$ cat src/logic/hdc_pkg.sv
package hdc_pkg;

    // ----------------------------------------
    // control port
    // ----------------------------------------
    localparam int AXIL_ADDR_W = 32;
    localparam int AXIL_DATA_W = 32;

    // byte addresses, word aligned
    localparam logic [AXIL_ADDR_W-1:0] REG_MODE_ADDR  = 32'h0;
    localparam logic [AXIL_ADDR_W-1:0] REG_COUNT_ADDR = 32'h4;

    localparam logic [1:0] RESP_OKAY = 2'b00;

    // ----------------------------------------
    // stream lanes and generator
    // ----------------------------------------
    localparam int LANE_W    = 16;
    localparam int NUM_LANES = 2;

    localparam int RNG_WORD_W = 32;
    // xorshift32 start state, must be nonzero
    localparam logic [RNG_WORD_W-1:0] RNG_SEED = 32'd2463534242;

    // top level defaults
    localparam int DEF_DIM     = 64;
    localparam int DEF_ITEM_AW = 4;
    localparam int DEF_CNT_W   = 8;

    // write word seen as mode bits or as item count
    typedef union packed {
        struct packed {
            logic [29:0] rsvd;
            logic        run;
            logic        gen;
        } mode;
        struct packed {
            logic [21:0] rsvd;
            logic [9:0]  item_count;
        } count;
    } ctrl_word_u;

endpackage
$ cat src/logic/hdc_accel_top.sv
module hdc_accel_top #(
    parameter int DIM     = hdc_pkg::DEF_DIM,
    parameter int ITEM_AW = hdc_pkg::DEF_ITEM_AW,
    parameter int CNT_W   = hdc_pkg::DEF_CNT_W
) (
    input  logic                                       AXIS_ACLK,
    input  logic                                       S_AXI_ARESETN,

    // AXI-Lite slave
    input  logic [hdc_pkg::AXIL_ADDR_W-1:0]            S_AXI_AWADDR,
    input  logic                                       S_AXI_AWVALID,
    output logic                                       S_AXI_AWREADY,
    input  logic [hdc_pkg::AXIL_DATA_W-1:0]            S_AXI_WDATA,
    input  logic                                       S_AXI_WVALID,
    output logic                                       S_AXI_WREADY,
    input  logic                                       S_AXI_BREADY,
    output logic [1:0]                                 S_AXI_BRESP,
    output logic                                       S_AXI_BVALID,
    input  logic [hdc_pkg::AXIL_ADDR_W-1:0]            S_AXI_ARADDR,
    input  logic                                       S_AXI_ARVALID,
    output logic                                       S_AXI_ARREADY,
    input  logic                                       S_AXI_RREADY,
    output logic [hdc_pkg::AXIL_DATA_W-1:0]            S_AXI_RDATA,
    output logic [1:0]                                 S_AXI_RRESP,
    output logic                                       S_AXI_RVALID,

    // instruction stream in
    input  logic [hdc_pkg::LANE_W*hdc_pkg::NUM_LANES-1:0] S_AXIS_TDATA,
    input  logic                                       S_AXIS_TVALID,
    input  logic                                       S_AXIS_TLAST,
    output logic                                       S_AXIS_TREADY,

    // sign vector out
    output logic [DIM-1:0]                             M_AXIS_TDATA,
    output logic                                       M_AXIS_TVALID,
    output logic                                       M_AXIS_TLAST,
    input  logic                                       M_AXIS_TREADY
);
    import hdc_pkg::*;

    logic                      gen;
    logic                      run;
    logic [9:0]                item_count;
    logic                      gen_done;
    logic                      item_wr_en;
    logic [ITEM_AW-1:0]        item_wr_addr;
    logic [DIM-1:0]            item_wr_data;
    logic                      beat_accept;
    logic [DIM-1:0][CNT_W-1:0] counts_a;
    logic [DIM-1:0][CNT_W-1:0] counts_b;
    logic                      frame_done_a;

    assign beat_accept = S_AXIS_TVALID && S_AXIS_TREADY;

    axil_ctrl_regs u_regs (
        .AXIS_ACLK     (AXIS_ACLK),
        .S_AXI_ARESETN (S_AXI_ARESETN),
        .S_AXI_AWADDR  (S_AXI_AWADDR),
        .S_AXI_AWVALID (S_AXI_AWVALID),
        .S_AXI_AWREADY (S_AXI_AWREADY),
        .S_AXI_WDATA   (S_AXI_WDATA),
        .S_AXI_WVALID  (S_AXI_WVALID),
        .S_AXI_WREADY  (S_AXI_WREADY),
        .S_AXI_BREADY  (S_AXI_BREADY),
        .S_AXI_BRESP   (S_AXI_BRESP),
        .S_AXI_BVALID  (S_AXI_BVALID),
        .S_AXI_ARADDR  (S_AXI_ARADDR),
        .S_AXI_ARVALID (S_AXI_ARVALID),
        .S_AXI_ARREADY (S_AXI_ARREADY),
        .S_AXI_RREADY  (S_AXI_RREADY),
        .S_AXI_RDATA   (S_AXI_RDATA),
        .S_AXI_RRESP   (S_AXI_RRESP),
        .S_AXI_RVALID  (S_AXI_RVALID),
        .gen_done      (gen_done),
        .gen           (gen),
        .run           (run),
        .item_count    (item_count)
    );

    hv_generator #(.DIM(DIM), .ITEM_AW(ITEM_AW)) u_gen (
        .AXIS_ACLK     (AXIS_ACLK),
        .S_AXI_ARESETN (S_AXI_ARESETN),
        .gen           (gen),
        .item_count    (item_count),
        .item_wr_en    (item_wr_en),
        .item_wr_addr  (item_wr_addr),
        .item_wr_data  (item_wr_data),
        .gen_done      (gen_done)
    );

    // ----------------------------------------
    // one core per lane
    // ----------------------------------------
    hd_encoder_core #(.DIM(DIM), .ITEM_AW(ITEM_AW), .CNT_W(CNT_W)) u_core_a (
        .AXIS_ACLK     (AXIS_ACLK),
        .S_AXI_ARESETN (S_AXI_ARESETN),
        .item_wr_en    (item_wr_en),
        .item_wr_addr  (item_wr_addr),
        .item_wr_data  (item_wr_data),
        .beat_accept   (beat_accept),
        .beat_last     (S_AXIS_TLAST),
        .lane          (S_AXIS_TDATA[LANE_W-1:0]),
        .counts        (counts_a),
        .frame_done    (frame_done_a)
    );

    hd_encoder_core #(.DIM(DIM), .ITEM_AW(ITEM_AW), .CNT_W(CNT_W)) u_core_b (
        .AXIS_ACLK     (AXIS_ACLK),
        .S_AXI_ARESETN (S_AXI_ARESETN),
        .item_wr_en    (item_wr_en),
        .item_wr_addr  (item_wr_addr),
        .item_wr_data  (item_wr_data),
        .beat_accept   (beat_accept),
        .beat_last     (S_AXIS_TLAST),
        .lane          (S_AXIS_TDATA[2*LANE_W-1:LANE_W]),
        .counts        (counts_b),
        .frame_done    ()
    );

    // both cores run in lockstep, lane a marks the frame end
    bundle_combiner #(.DIM(DIM), .CNT_W(CNT_W)) u_combiner (
        .AXIS_ACLK     (AXIS_ACLK),
        .S_AXI_ARESETN (S_AXI_ARESETN),
        .run           (run),
        .gen           (gen),
        .counts_a      (counts_a),
        .counts_b      (counts_b),
        .frame_done    (frame_done_a),
        .beat_accept   (beat_accept),
        .beat_last     (S_AXIS_TLAST),
        .M_AXIS_TREADY (M_AXIS_TREADY),
        .in_ready      (S_AXIS_TREADY),
        .M_AXIS_TDATA  (M_AXIS_TDATA),
        .M_AXIS_TVALID (M_AXIS_TVALID),
        .M_AXIS_TLAST  (M_AXIS_TLAST)
    );

endmodule

$ cat src/logic/bundle_combiner.sv
module bundle_combiner #(
    parameter int DIM   = 64,
    parameter int CNT_W = 8
) (
    input  logic                      AXIS_ACLK,
    input  logic                      S_AXI_ARESETN,
    input  logic                      run,
    input  logic                      gen,
    input  logic [DIM-1:0][CNT_W-1:0] counts_a,
    input  logic [DIM-1:0][CNT_W-1:0] counts_b,
    input  logic                      frame_done,
    input  logic                      beat_accept,
    input  logic                      beat_last,
    input  logic                      M_AXIS_TREADY,
    output logic                      in_ready,
    output logic [DIM-1:0]            M_AXIS_TDATA,
    output logic                      M_AXIS_TVALID,
    output logic                      M_AXIS_TLAST
);

    logic [CNT_W-1:0] beats;
    // frame closed, result not yet taken
    logic             busy;
    logic [DIM-1:0]   sign_vec;
    logic             out_take;

    assign out_take     = M_AXIS_TVALID && M_AXIS_TREADY;
    assign in_ready     = run && !gen && !busy;
    // one beat per frame
    assign M_AXIS_TLAST = M_AXIS_TVALID;

    // majority over two lanes per beat, tie gives 0
    always_comb begin
        for (int d = 0; d < DIM; d++) begin
            sign_vec[d] = ({1'b0, counts_a[d]} + {1'b0, counts_b[d]}) > {1'b0, beats};
        end
    end

    // ----------------------------------------
    // frame and output control
    // ----------------------------------------
    always_ff @(posedge AXIS_ACLK) begin
        if (!S_AXI_ARESETN) begin
            beats         <= '0;
            busy          <= 1'b0;
            M_AXIS_TVALID <= 1'b0;
        end else begin
            if (out_take) begin
                beats         <= '0;
                busy          <= 1'b0;
                M_AXIS_TVALID <= 1'b0;
            end else if (beat_accept) begin
                beats <= beats + 1'b1;
                if (beat_last) begin
                    busy <= 1'b1;
                end
            end
            if (frame_done) begin
                M_AXIS_TVALID <= 1'b1;
            end
        end
    end

    always_ff @(posedge AXIS_ACLK) begin
        if (frame_done) begin
            M_AXIS_TDATA <= sign_vec;
        end
    end

    a_hold_data : assert property (@(posedge AXIS_ACLK) disable iff (!S_AXI_ARESETN)
        M_AXIS_TVALID && !M_AXIS_TREADY |=> $stable(M_AXIS_TDATA));

endmodule

$ cat src/logic/hd_encoder_core.sv
module hd_encoder_core #(
    parameter int DIM     = 64,
    parameter int ITEM_AW = 4,
    parameter int CNT_W   = 8
) (
    input  logic                        AXIS_ACLK,
    input  logic                        S_AXI_ARESETN,
    input  logic                        item_wr_en,
    input  logic [ITEM_AW-1:0]          item_wr_addr,
    input  logic [DIM-1:0]              item_wr_data,
    input  logic                        beat_accept,
    input  logic                        beat_last,
    input  logic [hdc_pkg::LANE_W-1:0]  lane,
    output logic [DIM-1:0][CNT_W-1:0]   counts,
    output logic                        frame_done
);

    logic [DIM-1:0] item_mem [2**ITEM_AW];
    logic [DIM-1:0] item_q;
    logic           s1_valid;
    logic           s1_last;
    // next counted beat opens a frame
    logic           fresh;

    // item memory, registered lookup
    always_ff @(posedge AXIS_ACLK) begin
        if (item_wr_en) begin
            item_mem[item_wr_addr] <= item_wr_data;
        end
        item_q <= item_mem[lane[ITEM_AW-1:0]];
    end

    // ----------------------------------------
    // beat pipeline
    // ----------------------------------------
    always_ff @(posedge AXIS_ACLK) begin
        if (!S_AXI_ARESETN) begin
            s1_valid   <= 1'b0;
            s1_last    <= 1'b0;
            frame_done <= 1'b0;
            fresh      <= 1'b1;
        end else begin
            s1_valid   <= beat_accept;
            s1_last    <= beat_accept && beat_last;
            frame_done <= s1_valid && s1_last;
            if (s1_valid) begin
                fresh <= s1_last;
            end
        end
    end

    // ones per dimension
    always_ff @(posedge AXIS_ACLK) begin
        if (s1_valid) begin
            for (int d = 0; d < DIM; d++) begin
                counts[d] <= (fresh ? '0 : counts[d]) + CNT_W'(item_q[d]);
            end
        end
    end

    a_no_beat_in_wr : assert property (@(posedge AXIS_ACLK) disable iff (!S_AXI_ARESETN)
        !(beat_accept && item_wr_en));

endmodule

$ cat src/logic/hv_generator.sv
module hv_generator #(
    parameter int DIM     = 64,
    parameter int ITEM_AW = 4
) (
    input  logic               AXIS_ACLK,
    input  logic               S_AXI_ARESETN,
    input  logic               gen,
    input  logic [9:0]         item_count,
    output logic               item_wr_en,
    output logic [ITEM_AW-1:0] item_wr_addr,
    output logic [DIM-1:0]     item_wr_data,
    output logic               gen_done
);
    import hdc_pkg::*;

    // generator words per item
    localparam int WPI  = DIM / RNG_WORD_W;
    localparam int WC_W = (WPI > 1) ? $clog2(WPI) : 1;

    logic [RNG_WORD_W-1:0] rng_q;
    logic [RNG_WORD_W-1:0] rng_a;
    logic [RNG_WORD_W-1:0] rng_b;
    logic [RNG_WORD_W-1:0] rng_next;
    logic [WC_W-1:0]       word_cnt;
    logic [9:0]            issued;
    logic                  active;
    logic                  item_end;

    // xorshift32, shifts 13 17 5
    assign rng_a    = rng_q ^ (rng_q << 13);
    assign rng_b    = rng_a ^ (rng_a >> 17);
    assign rng_next = rng_b ^ (rng_b << 5);

    // still items to make
    assign active   = gen && (issued != item_count);
    assign item_end = active && (word_cnt == WC_W'(WPI - 1));

    // ----------------------------------------
    // sequencing
    // ----------------------------------------
    always_ff @(posedge AXIS_ACLK) begin
        // seed reload whenever idle
        if (!S_AXI_ARESETN || !gen) begin
            rng_q      <= RNG_SEED;
            word_cnt   <= '0;
            issued     <= '0;
            item_wr_en <= 1'b0;
            gen_done   <= 1'b0;
        end else begin
            item_wr_en <= item_end;
            // single pulse once all items are out
            gen_done   <= !gen_done && (issued == item_count);
            if (active) begin
                rng_q    <= rng_next;
                word_cnt <= item_end ? '0 : word_cnt + 1'b1;
            end
            if (item_end) begin
                issued <= issued + 1'b1;
            end
        end
    end

    // shift buffer, first word ends up in the low half
    always_ff @(posedge AXIS_ACLK) begin
        if (active) begin
            item_wr_data <= (item_wr_data >> RNG_WORD_W) |
                            (DIM'(rng_next) << (DIM - RNG_WORD_W));
        end
        if (item_end) begin
            item_wr_addr <= issued[ITEM_AW-1:0];
        end
    end

    a_wr_in_gen : assert property (@(posedge AXIS_ACLK) disable iff (!S_AXI_ARESETN)
        item_wr_en |-> gen);

endmodule

$ cat src/logic/axil_ctrl_regs.sv
module axil_ctrl_regs (
    input  logic                            AXIS_ACLK,
    input  logic                            S_AXI_ARESETN,

    input  logic [hdc_pkg::AXIL_ADDR_W-1:0] S_AXI_AWADDR,
    input  logic                            S_AXI_AWVALID,
    output logic                            S_AXI_AWREADY,

    input  hdc_pkg::ctrl_word_u             S_AXI_WDATA,
    input  logic                            S_AXI_WVALID,
    output logic                            S_AXI_WREADY,

    input  logic                            S_AXI_BREADY,
    output logic [1:0]                      S_AXI_BRESP,
    output logic                            S_AXI_BVALID,

    input  logic [hdc_pkg::AXIL_ADDR_W-1:0] S_AXI_ARADDR,
    input  logic                            S_AXI_ARVALID,
    output logic                            S_AXI_ARREADY,

    input  logic                            S_AXI_RREADY,
    output logic [hdc_pkg::AXIL_DATA_W-1:0] S_AXI_RDATA,
    output logic [1:0]                      S_AXI_RRESP,
    output logic                            S_AXI_RVALID,

    input  logic                            gen_done,
    output logic                            gen,
    output logic                            run,
    output logic [9:0]                      item_count
);
    import hdc_pkg::*;

    // handshake states
    localparam logic [2:0] ST_IDLE = 3'd0;
    localparam logic [2:0] ST_AW   = 3'd1;
    localparam logic [2:0] ST_W    = 3'd2;
    localparam logic [2:0] ST_RESP = 3'd3;
    localparam logic [2:0] ST_AR1  = 3'd4;
    localparam logic [2:0] ST_AR2  = 3'd5;

    logic [2:0]             state;
    logic [AXIL_ADDR_W-1:0] wr_addr;
    ctrl_word_u             wr_word;
    logic [AXIL_ADDR_W-1:0] rd_addr;
    logic                   wr_fire;

    // ----------------------------------------
    // channel handshakes
    // ----------------------------------------
    assign S_AXI_AWREADY = (state == ST_IDLE) || (state == ST_W);
    assign S_AXI_WREADY  = (state == ST_IDLE) || (state == ST_AW);
    // reads only when no write is pending in idle
    assign S_AXI_ARREADY = (state == ST_IDLE) && !S_AXI_AWVALID && !S_AXI_WVALID;
    assign S_AXI_BVALID  = (state == ST_RESP);
    assign S_AXI_RVALID  = (state == ST_AR2);
    assign S_AXI_BRESP   = RESP_OKAY;
    assign S_AXI_RRESP   = RESP_OKAY;

    // registers take the write once, on the response handshake
    assign wr_fire = S_AXI_BVALID && S_AXI_BREADY;

    always_ff @(posedge AXIS_ACLK) begin
        if (!S_AXI_ARESETN) begin
            state <= ST_IDLE;
        end else begin
            case (state)
                ST_IDLE: begin
                    if (S_AXI_AWVALID && S_AXI_WVALID) begin
                        state <= ST_RESP;
                    end else if (S_AXI_AWVALID) begin
                        state <= ST_AW;
                    end else if (S_AXI_WVALID) begin
                        state <= ST_W;
                    end else if (S_AXI_ARVALID) begin
                        state <= ST_AR1;
                    end
                end
                // address in, data still due
                ST_AW: if (S_AXI_WVALID) state <= ST_RESP;
                // data in, address still due
                ST_W: if (S_AXI_AWVALID) state <= ST_RESP;
                ST_RESP: if (S_AXI_BREADY) state <= ST_IDLE;
                // one cycle to fetch read data
                ST_AR1: state <= ST_AR2;
                ST_AR2: if (S_AXI_RREADY) state <= ST_IDLE;
                default: state <= ST_IDLE;
            endcase
        end
    end

    // address and data capture
    always_ff @(posedge AXIS_ACLK) begin
        if (S_AXI_AWVALID && S_AXI_AWREADY) begin
            wr_addr <= S_AXI_AWADDR;
        end
        if (S_AXI_WVALID && S_AXI_WREADY) begin
            wr_word <= S_AXI_WDATA;
        end
        if (S_AXI_ARVALID && S_AXI_ARREADY) begin
            rd_addr <= S_AXI_ARADDR;
        end
    end

    // ----------------------------------------
    // mode and count registers
    // ----------------------------------------
    always_ff @(posedge AXIS_ACLK) begin
        if (!S_AXI_ARESETN) begin
            gen        <= 1'b0;
            run        <= 1'b0;
            item_count <= '0;
        end else if (wr_fire && wr_addr == REG_MODE_ADDR) begin
            gen <= wr_word.mode.gen;
            run <= wr_word.mode.run;
        end else begin
            if (wr_fire && wr_addr == REG_COUNT_ADDR) begin
                item_count <= wr_word.count.item_count;
            end
            // generation finished
            if (gen_done) begin
                gen <= 1'b0;
            end
        end
    end

    // read mux, unmapped reads as zero
    always_ff @(posedge AXIS_ACLK) begin
        if (state == ST_AR1) begin
            case (rd_addr)
                REG_MODE_ADDR:  S_AXI_RDATA <= {{(AXIL_DATA_W-2){1'b0}}, run, gen};
                REG_COUNT_ADDR: S_AXI_RDATA <= {{(AXIL_DATA_W-10){1'b0}}, item_count};
                default:        S_AXI_RDATA <= '0;
            endcase
        end
    end

    a_one_resp : assert property (@(posedge AXIS_ACLK) disable iff (!S_AXI_ARESETN)
        !(S_AXI_BVALID && S_AXI_RVALID));

endmodule

$ cat config.mk
export PLATFORM = sky130hd
export DESIGN_NAME = hdc_accel_top
export DESIGN_NICKNAME = d
export VERILOG_FILES = /design/src/logic/hdc_pkg.sv /design/src/logic/hdc_accel_top.sv /design/src/logic/bundle_combiner.sv /design/src/logic/hd_encoder_core.sv /design/src/logic/hv_generator.sv /design/src/logic/axil_ctrl_regs.sv
export SDC_FILE = /design/constraint.sdc
export NUM_CORES = 2
export LEC_CHECK = 0
export ABC_AREA = 0
export BUFFER_PORTS_ARGS = -buffer_cell sky130_fd_sc_hd__buf_2
export CAP_MARGIN = 20
export CORE_MARGIN = 2
export CORE_UTILIZATION = 38
export DETAILED_ROUTE_END_ITERATION = 16
export PLACE_DENSITY = 0.53
export SLEW_MARGIN = 40
export SYNTH_ARGS = -nofsm -noshare
export SYNTH_HDL_FRONTEND = slang
export SYNTH_HIERARCHICAL = 1
export SYNTH_SLANG_ARGS = --single-unit
$ cat constraint.sdc
create_clock -name AXIS_ACLK -period 18.35 [get_ports AXIS_ACLK]
set_clock_uncertainty 0.15 [all_clocks]
set_input_delay 2.7525 -clock AXIS_ACLK [delete_from_list [all_inputs] [get_ports AXIS_ACLK]]
set_output_delay 2.7525 -clock AXIS_ACLK [all_outputs]
set_load 0.02 [all_outputs]
==> reports/results.tsv <==
stage	metric	value	unit
grt	overflow	0	
timing	setup_tns	0	ns
min_path	hp-class	reg -> reg	
synth	synth_warnings	6	
cts	cts_resized	0	
route	drc	0	
cells_and_area	instances_no_fill	19160	
timing	hold_violations	0	
cells_and_area	fin_nets	14380	
setup_path	cp_slowest_cell	nor4b_1	
timing	maxSlewHeadroom	0.3740	
setup_path	endpoint_kind	output pin	
placed_design	gp_congestion	0.8209	
timing	setup_viol	0	
grt	grt_pass1_vias	108900	
cts	clk_pin_slew	0.06	ns
floorplanning	core	453100	um2
floorplanning	die_w	678.9	um
floorplanning	ios	246	
grt	grt_first_pass_wirelength	670.3	mm
placed_design	dp_cells	18410	
placed_design	portBuffers	173	
setup_path	cp_common_cell	buf_2	
pwr	leakage	69.14	nW
setup_path	critPathLaunchType	input port	
grt	track_usage	0.1894	
cells_and_area	syn_to_final_growth	13.15	%
timing	worst_pin_slew	0.9390	ns
timing	fin_ws	12.02	ns
min_path	hp-start	u_gen/gen_done$_SDFF_PP0_	
pwr	max-vdd-ir-drop	0.09150	mV
cts	cts.sinks	3493	
floorplanning	rows	247	
setup_path	path_class	in -> out	
setup_path	r2r_cells	10	
floorplanning	start_util	0.3821	
min_path	worst_hold_path.endpoint	u_gen/gen_done$_SDFF_PP0_	
cts	post_cts_buffers	0	
cts	cts_root_buf	clkbuf_16	
setup_path	path_max_fanout	4	
cells_and_area	final_cell_mix	edfxtp_1 (3,288), ha_1 (1,332), a21oi_1 (710)	
setup_path	crit_required	15.45	ns
synth	synth_area	173100	um2
grt	grt_max_degree	146	
route	drt_iter0_drc	8325	
route	vias_per_cell	5.574	
cts	hold_buffers	0	
setup_path	path_cells	buf_2 -> nor4b_1 -> buf_2	
setup_path	r2r_start	u_core_b/fresh$_SDFFE_PN1P_	
run_status	status	finished, final reports clean	
floorplanning	die_h	678.9	um
placed_design	dp_hpwl	277.6	mm
route	dr_total_vias	106800	
timing	drv_slew	0	
pwr	p_per_area	85.71	nW/um2
cts	cts_buffers	386	
cts	clk_path_buf_depth	4	
route	ant_nets	0	
cells_and_area	drive_gt1_frac	0.1232	
timing	max_freq	0.1579	GHz
setup_path	arrival	3.43	ns
placed_design	preCtsSetupSlack	11.78	ns
timing	grt_setup_unrepaired	false	
cts	cts_tree	yes	
cts	htreeDepth	5	
route	wire_per_inst	23.45	um
job	maxCapViolCount	0	
timing	period_share	0.3451	
synth	syn_inst	12360	
min_path	whs_path_depth	1	
setup_path	slowest_delay	0.32	ns
route	routed_wl	449.4	mm
timing	fin_crit	6.332	ns
cells_and_area	final_common_cell	edfxtp_1	
setup_path	worstReg2RegEnd	u_core_b/counts[204]$_DFFE_PP_	
setup_path	rrSetupSlack	13.45	ns
synth	syn_avg_cell_area	14.00	um2
grt	antenna_found_initial	18	
floorplanning	die-area	460900	um2
cts	clk-insertion-delay-late	0.98	ns
route	dr.pass1.iters	8	
## worst max-delay path: cells and delay by family
kind	cells	cell delay [ns]
AND/OR/NAND/NOR	1	0.32
buffers and inverters	2	0.35
## power by group
part | leakage [nW] | switching, mW | internal (mW) | total, mW
registers | 33.2 | 0.0300 | 8.61 | 8.64
logic | 29.5 | 0.135 | 0.0766 | 0.212
clock network | 6.36 | 3.30 | 4.64 | 7.94
total | 69.1 | 3.46 | 13.3 | 16.8
## through the flow
stage               total power [mW]  hold WS [ns]  utilization  cell area (um2)
global route                   17.28        0.3321       0.4323           195900
floorplan                      8.932        0.2416            -           173200
global placement               9.015        0.2872       0.4003           181400
CTS                            16.99        0.3126       0.4312           195400
detailed placement             9.021        0.2963       0.4023           182300
finish                         16.79        0.2929       0.4323           195900
## flip-flops by register name, summed over array words and instances (netlist names), 64 cells and up
signal,cells
u_core_b/item_mem,1024
u_combiner/M_AXIS_TDATA,64
u_core_a/item_q,64
u_core_b/item_q,64
u_gen/item_wr_data,64
u_core_a/counts,512
u_core_b/counts,512
u_core_a/item_mem,1024
## routing by layer
metal	vias to the layer above	part of all wire	track usage
met5	-	0.000078	0
met4	6	0.029	0.05274
met3	670	0.053	0.02355
met2	2637	0.48	0.3198
met1	54460	0.44	0.2570
li1	49050	-	-
## final cells by class
cell class	instances	area [um2]
multi-input combinational	8138	67320
timing repair buffer	410	3487
clock inverter	190	2230
antenna	2	5.005
clock buffer	534	10860
inverter	421	1620
tap	5976	7477
fill	40340	257200
sequential	3493	102900
## how the worst max path moves through the flow
stage	startpoint	end	slack [ns]	cells past startpoint
finish	S_AXI_WVALID	S_AXI_ARREADY	12.02	3
detailed placement	S_AXIS_TDATA[16]	u_core_b/item_q[38]$_DFF_P_	11.78	7
CTS	S_AXI_WVALID	S_AXI_ARREADY	12.01	3
global route	S_AXI_WVALID	S_AXI_ARREADY	11.96	3
floorplan	u_core_a/s1_valid$_SDFF_PN0_	u_core_a/frame_done$_SDFF_PN0_	5.44	1
global placement	S_AXIS_TDATA[16]	u_core_b/item_q[38]$_DFF_P_	11.07	7
Power figures use the tool's default switching activity.
